==> src/regs_pkg.sv <==
package regs_pkg;

    // basic widths, fixed by the instruction set
    localparam int WORD_W   = 32;
    localparam int ADDR_W   = 7;
    localparam int IDX_W    = 5;
    localparam int HW_INT_W = 6;

    typedef logic [WORD_W-1:0]   word_t;
    typedef logic [ADDR_W-1:0]   raddr_t;
    // hi sits in the upper half
    typedef logic [2*WORD_W-1:0] hl_t;

    // canonical hi and lo addresses
    localparam raddr_t ADDR_HI = 7'h7f;
    localparam raddr_t ADDR_LO = 7'h40;

    // address bits selecting the register class
    localparam int ADDR_HILO_BIT = 6;
    localparam int ADDR_CP0_BIT  = 5;

    typedef enum logic [1:0] {
        CLASS_GPR,
        CLASS_CP0,
        CLASS_HILO
    } reg_class_e;

    // implemented cp0 indices only
    typedef enum logic [IDX_W-1:0] {
        CP0_BADVADDR = 5'd8,
        CP0_STATUS   = 5'd12,
        CP0_CAUSE    = 5'd13,
        CP0_EPC      = 5'd14
    } cp0_idx_e;

    typedef enum logic [4:0] {
        EXC_INT  = 5'd0,
        EXC_ADEL = 5'd4,
        EXC_ADES = 5'd5,
        EXC_SYS  = 5'd8,
        EXC_BP   = 5'd9,
        EXC_RI   = 5'd10,
        EXC_OV   = 5'd12
    } exc_code_e;

    // status bit positions
    localparam int STATUS_IE     = 0;
    localparam int STATUS_EXL    = 1;
    localparam int STATUS_IM_LSB = 8;

    // cause bit positions
    localparam int CAUSE_EXC_LSB = 2;
    localparam int CAUSE_IP_LSB  = 8;
    localparam int CAUSE_BD      = 31;

    // hi/lo wins over cp0 when both class bits are set
    function automatic reg_class_e class_of(raddr_t a);
        if (a[ADDR_HILO_BIT]) begin
            return CLASS_HILO;
        end
        if (a[ADDR_CP0_BIT]) begin
            return CLASS_CP0;
        end
        return CLASS_GPR;
    endfunction

endpackage

==> src/reg_wr_if.sv <==
`timescale 1ns/10ps

interface reg_wr_if;
    import regs_pkg::*;

    // single register write, already classified
    logic       we;
    reg_class_e cls;
    raddr_t     addr;
    word_t      data;
    // wide mul/div result
    logic       hl_we;
    hl_t        hl_data;

    modport src  (output we, cls, addr, data, hl_we, hl_data);
    modport gpr  (input we, cls, addr, data);
    modport hilo (input we, cls, addr, data, hl_we, hl_data);
    modport cp0  (input we, cls, addr, data);
    // forwarding needs the whole bus
    modport fwd  (input we, cls, addr, data, hl_we, hl_data);

endinterface

==> src/cp0_regs.sv <==
`timescale 1ns/10ps

module cp0_regs (
    input  logic                            clk,
    input  logic                            reset,
    reg_wr_if.cp0                           wr,
    input  logic [regs_pkg::IDX_W-1:0]      rd_idx,
    output regs_pkg::word_t                 rd_data,
    input  logic                            exc_valid,
    input  regs_pkg::exc_code_e             exc_code,
    input  regs_pkg::word_t                 exc_epc,
    input  regs_pkg::word_t                 exc_badaddr,
    input  logic                            exc_bd,
    input  logic                            eret,
    input  logic [regs_pkg::HW_INT_W-1:0]   hw_int,
    output regs_pkg::word_t                 status,
    output regs_pkg::word_t                 cause,
    output regs_pkg::word_t                 epc,
    output logic                            irq_pending
);
    import regs_pkg::*;

    // status fields
    logic               st_ie;
    logic               st_exl;
    logic [7:0]         st_im;
    // cause fields
    logic               ca_bd;
    logic [HW_INT_W-1:0] ca_ip_hw;
    logic [1:0]         ca_ip_sw;
    exc_code_e          ca_exc;
    // full words
    word_t              epc_q;
    word_t              badvaddr_q;

    logic               mtc0;
    logic [IDX_W-1:0]   wr_idx;
    logic               addr_err;
    logic [7:0]         ip;

    assign mtc0     = wr.we & (wr.cls == CLASS_CP0);
    assign wr_idx   = wr.addr[IDX_W-1:0];
    // only address errors capture the faulting address
    assign addr_err = (exc_code == EXC_ADEL) | (exc_code == EXC_ADES);

    always_ff @(posedge clk) begin
        if (reset) begin
            st_ie      <= 1'b0;
            st_exl     <= 1'b0;
            st_im      <= '0;
            ca_bd      <= 1'b0;
            ca_ip_hw   <= '0;
            ca_ip_sw   <= '0;
            ca_exc     <= EXC_INT;
            epc_q      <= '0;
            badvaddr_q <= '0;
        end else begin
            // pins sampled every cycle, one cycle late in cause
            ca_ip_hw <= hw_int;
            if (exc_valid) begin
                // exception entry, mtc0 and eret lose this cycle
                st_exl <= 1'b1;
                ca_exc <= exc_code;
                ca_bd  <= exc_bd;
                epc_q  <= exc_epc;
                if (addr_err) begin
                    badvaddr_q <= exc_badaddr;
                end
            end else begin
                if (mtc0) begin
                    case (wr_idx)
                        CP0_STATUS: begin
                            st_ie  <= wr.data[STATUS_IE];
                            st_exl <= wr.data[STATUS_EXL];
                            st_im  <= wr.data[STATUS_IM_LSB +: 8];
                        end
                        // software ip bits only
                        CP0_CAUSE: ca_ip_sw <= wr.data[CAUSE_IP_LSB +: 2];
                        CP0_EPC:   epc_q    <= wr.data;
                        // badvaddr and unknown indices read only
                        default: ;
                    endcase
                end
                // eret after mtc0 so it owns exl
                if (eret) begin
                    st_exl <= 1'b0;
                end
            end
        end
    end

    assign ip = {ca_ip_hw, ca_ip_sw};

    // assemble architectural words
    always_comb begin
        status                         = '0;
        status[STATUS_IE]              = st_ie;
        status[STATUS_EXL]             = st_exl;
        status[STATUS_IM_LSB +: 8]     = st_im;
        cause                          = '0;
        cause[CAUSE_BD]                = ca_bd;
        cause[CAUSE_IP_LSB +: 8]       = ip;
        cause[CAUSE_EXC_LSB +: 5]      = ca_exc;
    end

    assign epc = epc_q;

    // pending and unmasked, interrupts on, not already in a handler
    assign irq_pending = st_ie & ~st_exl & (|(ip & st_im));

    always_comb begin
        case (rd_idx)
            CP0_BADVADDR: rd_data = badvaddr_q;
            CP0_STATUS:   rd_data = status;
            CP0_CAUSE:    rd_data = cause;
            CP0_EPC:      rd_data = epc_q;
            default:      rd_data = '0;
        endcase
    end

endmodule

==> src/gpr_bank.sv <==
`timescale 1ns/10ps

module gpr_bank (
    reg_wr_if.gpr                   wr,
    input  logic                    clk,
    input  logic [regs_pkg::IDX_W-1:0] rd_addr_1,
    input  logic [regs_pkg::IDX_W-1:0] rd_addr_2,
    output regs_pkg::word_t         rd_data_1,
    output regs_pkg::word_t         rd_data_2
);
    import regs_pkg::*;

    // 32 entries, entry 0 kept at zero
    word_t regs [0:31];
    logic  gpr_we;

    assign gpr_we = wr.we & (wr.cls == CLASS_GPR);

    always_ff @(posedge clk) begin
        if (gpr_we) begin
            regs[wr.addr[IDX_W-1:0]] <= wr.data;
        end
        // r0 rewritten every clock, last assignment wins
        regs[0] <= '0;
    end

    // asynchronous reads
    assign rd_data_1 = regs[rd_addr_1];
    assign rd_data_2 = regs[rd_addr_2];

endmodule

==> src/hilo_regs.sv <==
`timescale 1ns/10ps

module hilo_regs (
    input  logic            clk,
    reg_wr_if.hilo          wr,
    output regs_pkg::word_t hi,
    output regs_pkg::word_t lo
);
    import regs_pkg::*;

    logic single_we;

    // single mthi/mtlo style write
    assign single_we = wr.we & (wr.cls == CLASS_HILO);

    always_ff @(posedge clk) begin
        if (wr.hl_we) begin
            // wide result beats a single write
            hi <= wr.hl_data[2*WORD_W-1:WORD_W];
            lo <= wr.hl_data[WORD_W-1:0];
        end else if (single_we) begin
            // only 7'h7f is hi, any other hilo address is lo
            if (wr.addr == ADDR_HI) begin
                hi <= wr.data;
            end else begin
                lo <= wr.data;
            end
        end
    end

endmodule

==> src/operand_read.sv <==
`timescale 1ns/10ps

module operand_read (
    reg_wr_if.fwd                       wr,
    input  regs_pkg::raddr_t            rd_addr_1,
    input  regs_pkg::raddr_t            rd_addr_2,
    input  regs_pkg::word_t             hi,
    input  regs_pkg::word_t             lo,
    input  regs_pkg::word_t             gpr_data_1,
    input  regs_pkg::word_t             gpr_data_2,
    input  regs_pkg::word_t             cp0_data,
    output logic [regs_pkg::IDX_W-1:0]  gpr_addr_1,
    output logic [regs_pkg::IDX_W-1:0]  gpr_addr_2,
    output logic [regs_pkg::IDX_W-1:0]  cp0_idx,
    output regs_pkg::word_t             rd_data_1,
    output regs_pkg::word_t             rd_data_2
);
    import regs_pkg::*;

    // shared source selection for both ports
    function automatic word_t pick(raddr_t a, word_t gpr_val, word_t cp0_val);
        reg_class_e c;
        c = class_of(a);
        // same-cycle single write first
        if (wr.we && (wr.addr == a)) begin
            return wr.data;
        end
        if (c == CLASS_HILO) begin
            // wide mul/div result in flight
            if (wr.hl_we) begin
                return (a == ADDR_HI) ? wr.hl_data[2*WORD_W-1:WORD_W]
                                      : wr.hl_data[WORD_W-1:0];
            end
            return (a == ADDR_HI) ? hi : lo;
        end
        if (c == CLASS_CP0) begin
            return cp0_val;
        end
        return gpr_val;
    endfunction

    // index fields straight from the addresses
    assign gpr_addr_1 = rd_addr_1[IDX_W-1:0];
    assign gpr_addr_2 = rd_addr_2[IDX_W-1:0];
    // cp0 is only wired to port 2
    assign cp0_idx    = rd_addr_2[IDX_W-1:0];

    always_comb begin
        // port 1 sees zero for cp0 addresses
        rd_data_1 = pick(rd_addr_1, gpr_data_1, '0);
        rd_data_2 = pick(rd_addr_2, gpr_data_2, cp0_data);
    end

endmodule

==> src/regfile_top.sv <==
`timescale 1ns/10ps

module regfile_top (
    input  logic                            clk,
    input  logic                            reset,
    // writeback side
    input  logic                            write_en,
    input  regs_pkg::raddr_t                write_addr,
    input  regs_pkg::word_t                 write_data,
    input  logic                            hl_we,
    input  regs_pkg::hl_t                   hl_data,
    // decode side
    input  regs_pkg::raddr_t                read_addr_1,
    input  regs_pkg::raddr_t                read_addr_2,
    output regs_pkg::word_t                 read_data_1,
    output regs_pkg::word_t                 read_data_2,
    // exception and interrupt side
    input  logic                            exc_valid,
    input  regs_pkg::exc_code_e             exc_code,
    input  regs_pkg::word_t                 exc_epc,
    input  regs_pkg::word_t                 exc_badaddr,
    input  logic                            exc_bd,
    input  logic                            eret,
    input  logic [regs_pkg::HW_INT_W-1:0]   hw_int,
    output regs_pkg::word_t                 status,
    output regs_pkg::word_t                 cause,
    output regs_pkg::word_t                 epc,
    output logic                            irq_pending
);
    import regs_pkg::*;

    word_t            hi;
    word_t            lo;
    logic [IDX_W-1:0] gpr_addr_1;
    logic [IDX_W-1:0] gpr_addr_2;
    word_t            gpr_data_1;
    word_t            gpr_data_2;
    logic [IDX_W-1:0] cp0_idx;
    word_t            cp0_data;

    // decoded writeback bus
    reg_wr_if i_wr_bus ();

    write_port i_write_port (
        .write_en   (write_en),
        .write_addr (write_addr),
        .write_data (write_data),
        .hl_we      (hl_we),
        .hl_data    (hl_data),
        .wr         (i_wr_bus.src)
    );

    gpr_bank i_gpr_bank (
        .wr        (i_wr_bus.gpr),
        .clk       (clk),
        .rd_addr_1 (gpr_addr_1),
        .rd_addr_2 (gpr_addr_2),
        .rd_data_1 (gpr_data_1),
        .rd_data_2 (gpr_data_2)
    );

    hilo_regs i_hilo_regs (
        .clk (clk),
        .wr  (i_wr_bus.hilo),
        .hi  (hi),
        .lo  (lo)
    );

    cp0_regs i_cp0_regs (
        .clk         (clk),
        .reset       (reset),
        .wr          (i_wr_bus.cp0),
        .rd_idx      (cp0_idx),
        .rd_data     (cp0_data),
        .exc_valid   (exc_valid),
        .exc_code    (exc_code),
        .exc_epc     (exc_epc),
        .exc_badaddr (exc_badaddr),
        .exc_bd      (exc_bd),
        .eret        (eret),
        .hw_int      (hw_int),
        .status      (status),
        .cause       (cause),
        .epc         (epc),
        .irq_pending (irq_pending)
    );

    // two read ports with forwarding
    operand_read i_operand_read (
        .wr         (i_wr_bus.fwd),
        .rd_addr_1  (read_addr_1),
        .rd_addr_2  (read_addr_2),
        .hi         (hi),
        .lo         (lo),
        .gpr_data_1 (gpr_data_1),
        .gpr_data_2 (gpr_data_2),
        .cp0_data   (cp0_data),
        .gpr_addr_1 (gpr_addr_1),
        .gpr_addr_2 (gpr_addr_2),
        .cp0_idx    (cp0_idx),
        .rd_data_1  (read_data_1),
        .rd_data_2  (read_data_2)
    );

endmodule

==> src/write_port.sv <==
`timescale 1ns/10ps

module write_port (
    input  logic             write_en,
    input  regs_pkg::raddr_t write_addr,
    input  regs_pkg::word_t  write_data,
    input  logic             hl_we,
    input  regs_pkg::hl_t    hl_data,
    reg_wr_if.src            wr
);
    import regs_pkg::*;

    logic addr_zero;

    // r0 writes never reach the stores
    assign addr_zero = (write_addr == '0);

    always_comb begin
        // single write only when enabled and not r0
        wr.we   = write_en & ~addr_zero;
        // class decoded once, stores trust it
        wr.cls  = class_of(write_addr);
        wr.addr = write_addr;
        wr.data = write_data;
    end

    // wide result passes straight on
    assign wr.hl_we   = hl_we;
    assign wr.hl_data = hl_data;

endmodule
==> config.mk <==
export PLATFORM = sky130hd
export DESIGN_NAME = regfile_top
export DESIGN_NICKNAME = d
export VERILOG_FILES = /design/src/regs_pkg.sv /design/src/reg_wr_if.sv /design/src/cp0_regs.sv /design/src/gpr_bank.sv /design/src/hilo_regs.sv /design/src/operand_read.sv /design/src/regfile_top.sv /design/src/write_port.sv
export SDC_FILE = /design/constraint.sdc
export NUM_CORES = 2
export LEC_CHECK = 0
export BUFFER_PORTS_ARGS = -buffer_cell sky130_fd_sc_hd__buf_2
export CELL_PAD_IN_SITES_DETAIL_PLACEMENT = 1
export CELL_PAD_IN_SITES_GLOBAL_PLACEMENT = 1
export CORE_MARGIN = 2
export CORE_UTILIZATION = 56
export CTS_CLUSTER_DIAMETER = 80
export DETAILED_ROUTE_END_ITERATION = 8
export PLACE_DENSITY = 0.92
export SLEW_MARGIN = 10
export SYNTH_ARGS = -nofsm -noshare
export SYNTH_HDL_FRONTEND = slang
export SYNTH_SLANG_ARGS = --single-unit
==> constraint.sdc <==
create_clock -name clk -period 4.7 [get_ports clk]
set_input_delay 0.235 -clock clk [delete_from_list [all_inputs] [get_ports clk]]
set_output_delay 0.235 -clock clk [all_outputs]
set_load 0.02 [all_outputs]
==> parameters.txt, run 1 <==
Parameter                              Value

Run status
  Result of the run ... stopped before the end
  Stage where the flow stopped ... global routing (5_1_grt)
  First error ... [ERROR GRT-0232] Routing congestion too high. Check the congestion heatmap in the GUI.

Timing
  Endpoint with the least setup slack after the last global-route repair ... read_data_2[8]
  Pin category terminating the worst setup path after the last repair ... output port

Synth
  Number of unique standard cell types used by synthesis ... 66
  Post-synthesis cell type with the largest combined area ... edfxtp_1
  Largest family of logic cells by synthesized area ... multiplexers
  Area share of the largest cell type after synthesis ... 56.4%
  Sequential fraction of the synthesis area ... 59.6%
  Synthesized area ... 56,200 um2
  Average footprint of a synthesized cell ... 16.1 um2
  Count of warnings emitted by yosys ... 0
  Xor-xnor portion of the synthesized cell area ... 0.218%
  Post-synthesis instance total ... 3,496
  Seq cells post-synth ... 1,144
  Count of flip-flops with a built-in enable after synthesis ... 1,056
  Leading register cell type out of synthesis ... edfxtp_1
  Async set-or-reset flop fraction in the synthesized netlist ... 0%
  Dominant cells by area after synthesis ... edfxtp_1 56%, mux4_2 19%, mux2i_1 4.5%
  Mux contribution to synthesized area ... 24.6%
  Compound-Gate Fraction of Synth Area ... 7.52%
  Fraction of the mapped netlist area in simple logic gates ... 5.01%
  Post-synthesis share of cell area spent on full adders, half adders and majority gates ... 0%

Clock tree
  Level count of the clock H-tree ... 3
  Maximum buffer depth of the clock tree ... 3
  CTS Root Cell ... clkbuf_16
  CTS sink cnt ... 1,144
  Total CTS buffers ... 114
  # Post-CTS Setup Buffers ... 0
  Quantity of gates resized following cts ... 0

Placed design
  Input/output buffers ... 319
  HPWL Detailed ... 150,000 um
  Final GP Congestion ... 0.977
  Worst slack at placement ... 0.559 ns

GRT
  Initial antenna violation count ... 74
  Maximum number of pins on one net before global-route repair ... 97
  Total GRT Usage ... 64.1%
  Aggregate global routing overflow ... 39

Die
  Number of placement rows ... 116
  Vertical die dimension ... 321 um
  Effective utilization at floorplan ... 56.4%
  Die Width ... 321 um
  Number of top-level pins ... 360
-- synth_stat cells, types with 63 or more instances --
library cell	instances
edfxtp_1	1056
a211oi_1	77
a22o_1	67
mux4_2	462
mux2i_1	252
nor2_1	116
nand2_1	295
dfxtp_1	88
a21oi_1	101
buf_4	75
a22oi_1	64
buf_2	93
nand3_1	63
clkbuf_1	142
mux2_2	80
-- layer usage --
layer	GRT usage, %	GRT overflow
met5	33.1	0
met4	60.4	21
met3	49.9	2
met2	79.1	16
met1	64.8	0
-- timing repair --
item,in CTS
endpoints found under the hold margin,177
hold buffers,141
endpoints found under the setup margin,0
-- logic make-up after synthesis --
group	count (synthesis)
AOI/OAI and AO/OA	574
xor gates and xnor gates	14
muxes	794
buffers and inverters	349
other	1
and+or+nand+nor	620
DFF	1144
-- per-stage QoR --
stage,util (%),area [um2],std cells
3_3_place_gp,60.0,59900,4957
2_1_floorplan,-,56300,3535
4_1_cts,65.0,64800,5310
3_5_place_dp,60.0,59900,4957
==> run 2, diff against run 1 <==
- CELL_PAD_IN_SITES_DETAIL_PLACEMENT: 1 -> unset
- CELL_PAD_IN_SITES_GLOBAL_PLACEMENT: 1 -> unset
- CORE_UTILIZATION: 56 -> 40
- CTS_CLUSTER_DIAMETER: 80 -> unset
- PLACE_DENSITY: 0.92 -> unset
- PLACE_DENSITY_LB_ADDON: unset -> 0.15
==> run 2 against run 1 <==
The run now ends clean. Synthesized cell count stayed put. Area after synthesis stayed put.
==> parameters.txt, run 2 <==
Parameter                              Value

Run status
  Result of the run ... completed

GRT
  Initial antenna violation count ... 25
  Maximum number of pins on one net before global-route repair ... 87
  Total GRT Usage ... 30.4%
  Via count of the first global-routing pass ... 37,100
  Aggregate global routing overflow ... 0
  Wire length of the first global-routing pass ... 301,000 um

Synth
  Average footprint of a synthesized cell ... 16.1 um2
  Sequential fraction of the synthesis area ... 59.6%
  Area share of the largest cell type after synthesis ... 56.4%
  Post-synthesis instance total ... 3,496
  Number of unique standard cell types used by synthesis ... 66
  Synthesized area ... 56,200 um2
  Count of warnings emitted by yosys ... 0
  Seq cells post-synth ... 1,144
  Post-synthesis cell type with the largest combined area ... edfxtp_1
  Most frequent cell after synthesis ... edfxtp_1
  Async set-or-reset flop fraction in the synthesized netlist ... 0%
  Synth cell count leaders ... 1,056 x edfxtp_1, 462 x mux4_2, 295 x nand2_1, 252 x mux2i_1, 142 x clkbuf_1
  Leading register cell type out of synthesis ... edfxtp_1
  Dominant cells by area after synthesis ... edfxtp_1 56%, mux4_2 19%, mux2i_1 4.5%
  Count of flip-flops with a built-in enable after synthesis ... 1,056

Placed design
  Final GP Congestion ... 0.931
  Input/output buffers ... 319
  Worst slack at placement ... 0.489 ns
  Count of placed standard cells including taps ... 5,582
  HPWL Detailed ... 144,000 um

Timing
  Worst clock skew ... 0 ns
  Unrepaired setup endpoints after global routing ... false
  Total negative slack ... 0 ns
  Worst-margin pin slew ... 1.29 ns
  Final setup violation count ... 0
  PnR worst setup slack ... 0.304 ns
  Max Freq ... 227 MHz
  Period minus WS final ... 4.40 ns
  Final cycle utilization of the critical path ... 93.5%
  Tightest slew margin relative to the limit ... 13.7%
  Number of endpoints with negative hold slack in the final report ... 0
  Max-slew violation count ... 0

Die
  Number of top-level pins ... 360
  DIE AREA ... 143,000 um2
  Number of placement rows ... 137
  Effective utilization at floorplan ... 40.3%
  Vertical die dimension ... 379 um
  Core Box Area ... 140,000 um2
  Die Width ... 379 um

Power
  Leak Pwr ... 22.6 nW
  Worst vdd ir ... 0.000338 V
  Power per Cell Area ... 365 nW/um2

Min path
  Beginning of the worst hold path ... write_data[13]
  Path category of the worst min-delay check ... primary input to flip-flop
  Hold Path Stages ... 2
  Worst hold path endpoint ... i_gpr_bank.regs[2][13]

Clock tree
  Level count of the clock H-tree ... 4
  Total CTS buffers ... 130
  Maximum buffer depth of the clock tree ... 3
  TritonCTS clock tree ... built
  Quantity of gates resized following cts ... 0
  Insertion delay to the later sink of the worst-skew pair ... 0.75 ns
  CTS Root Cell ... clkbuf_16
  Hold-fix buffers, CTS ... 146
  Clock-pin transition on the worst setup and hold timing paths ... 0.06 ns
  CTS sink cnt ... 1,144
  # Post-CTS Setup Buffers ... 0

Critical path
  Required time at the worst-slack endpoint ... 4.47 ns
  Largest fanout on the critical path ... 39
  Type of element capturing the critical path ... output pin
  Critical Setup Path Class ... primary input to output pin
  Arr. time, crit path ... 4.16 ns
  Worst setup path startpoint ... read_addr_1[3]
  Register-to-register setup slack ... 3.71 ns
  Reg2reg start ... i_cp0_regs.epc[28]
  Reg2Reg Capture Point ... i_cp0_regs.epc[28]
  Kind of launch point of the worst setup path ... primary input
  Cells on worst reg2reg path ... 2

Route
  Avg Vias per Cell ... 6.47
  Final wirelength ... 219,000 um
  Routed length per instance ... 36.7 um
  Number of optimization iterations in the first detailed-route pass ... 5
  Count of nets left with antenna violations after detail routing ... 0
  Total number of vias ... 38,600
  Number of DRC markers in iteration 0 ... 5,728
  Number of remaining DRC errors ... 0

Layout
  Number of cells in the finished layout apart from fillers ... 5,967
  Max FFs per register ... 992
  Register with the highest flop count ... i_gpr_bank.regs
  Ratio of cells with drive above 1 in the final layout ... 32.0%
  Commonest cells after routing, fill and taps aside ... 1,056 x edfxtp_1, 462 x mux4_2, 311 x buf_2
  Layout overhead on the synthesized area ... 18.4%
  Final nets ... 4,183
  Most common cell after layout, fill and taps aside ... edfxtp_1

Flow run
  Number of max-cap violations ... 0
-- run 2: cell counts after synthesis --
Identical to the previous run, type by type.
-- run 2: final cells by class --
type	instances	area [um2]
Multi-Input combinational cell	2042	21500
Antenna cell	7	17.5
Sequential cell	1144	33500
Clock inverter	69	673
Timing Repair Buffer	658	5000
Inverter	8	30.0
Tap cell	1876	2350
Clock buffer	163	3490
Fill cell	12000	73000
-- run 2: critical path, stage by stage --
cell and delay (ns):
buf_6 0.36, xor2_1 0.13, nor4_1 0.59, and3_2 0.68
nor4_4 0.05, buf_4 0.35, a22oi_1 0.96, nand3_1 0.44
buf_2 0.31
-- run 2: worst max-delay path by stage --
stage / end / slack, ns / cells past startpoint
after floorplan: i_gpr_bank.regs[30][0] / 1.74 / 5
after CTS: read_data_1[13] / 0.48 / 9
after detailed placement: read_data_1[13] / 0.49 / 9
final: read_data_1[13] / 0.30 / 9
after global routing: read_data_1[13] / 0.33 / 9
after global placement: read_data_1[13] / 0.51 / 9
-- run 2: stage by stage --
stage / area (um2) / power, mW / hold WS [ns] / util (%)
after floorplan: 56300 / 13.0 / 0.334 / -
after global placement: 60900 / 14.2 / 0.443 / 43.6
after detailed placement: 60900 / 14.2 / 0.447 / 43.6
after CTS: 66500 / 24.4 / 0.00295 / 47.7
after global routing: 66500 / 24.9 / 0.0279 / 47.7
final: 66500 / 24.3 / 0.0610 / 47.7
-- run 2: layer usage --
| layer | routed length, um | part of all wire, % | vias to the layer above | GRT usage [%] |
|---|---|---|---|---|
| met3 | 22500 | 10 | 457 | 7.34 |
| met2 | 98400 | 45 | 2380 | 45.6 |
| met1 | 88900 | 41 | 20400 | 43.1 |
| met5 | 175 | 0.080 | - | 0.309 |
| met4 | 9210 | 4.2 | 22 | 11.2 |
| li1 | - | - | 15300 | - |
-- run 2: logic make-up after synthesis --
kind of cell | after synthesis | synth area share (%)
flip-flops | 1144 | 59.6
buffers and inverters | 349 | 3.08
AO/OA/AOI/OAI | 574 | 7.52
XOR/XNOR | 14 | 0.218
AND/OR/NAND/NOR | 620 | 5.01
multiplexers | 794 | 24.6
other | 1 | 0.00667
-- run 2: power breakdown --
part	total [mW]	switching, mW	internal [mW]
logic	2.83	1.78	1.05
clock network	10.1	4.27	5.88
registers	11.3	0.0835	11.2
Note: power is estimated with default switching activity, not from simulation.
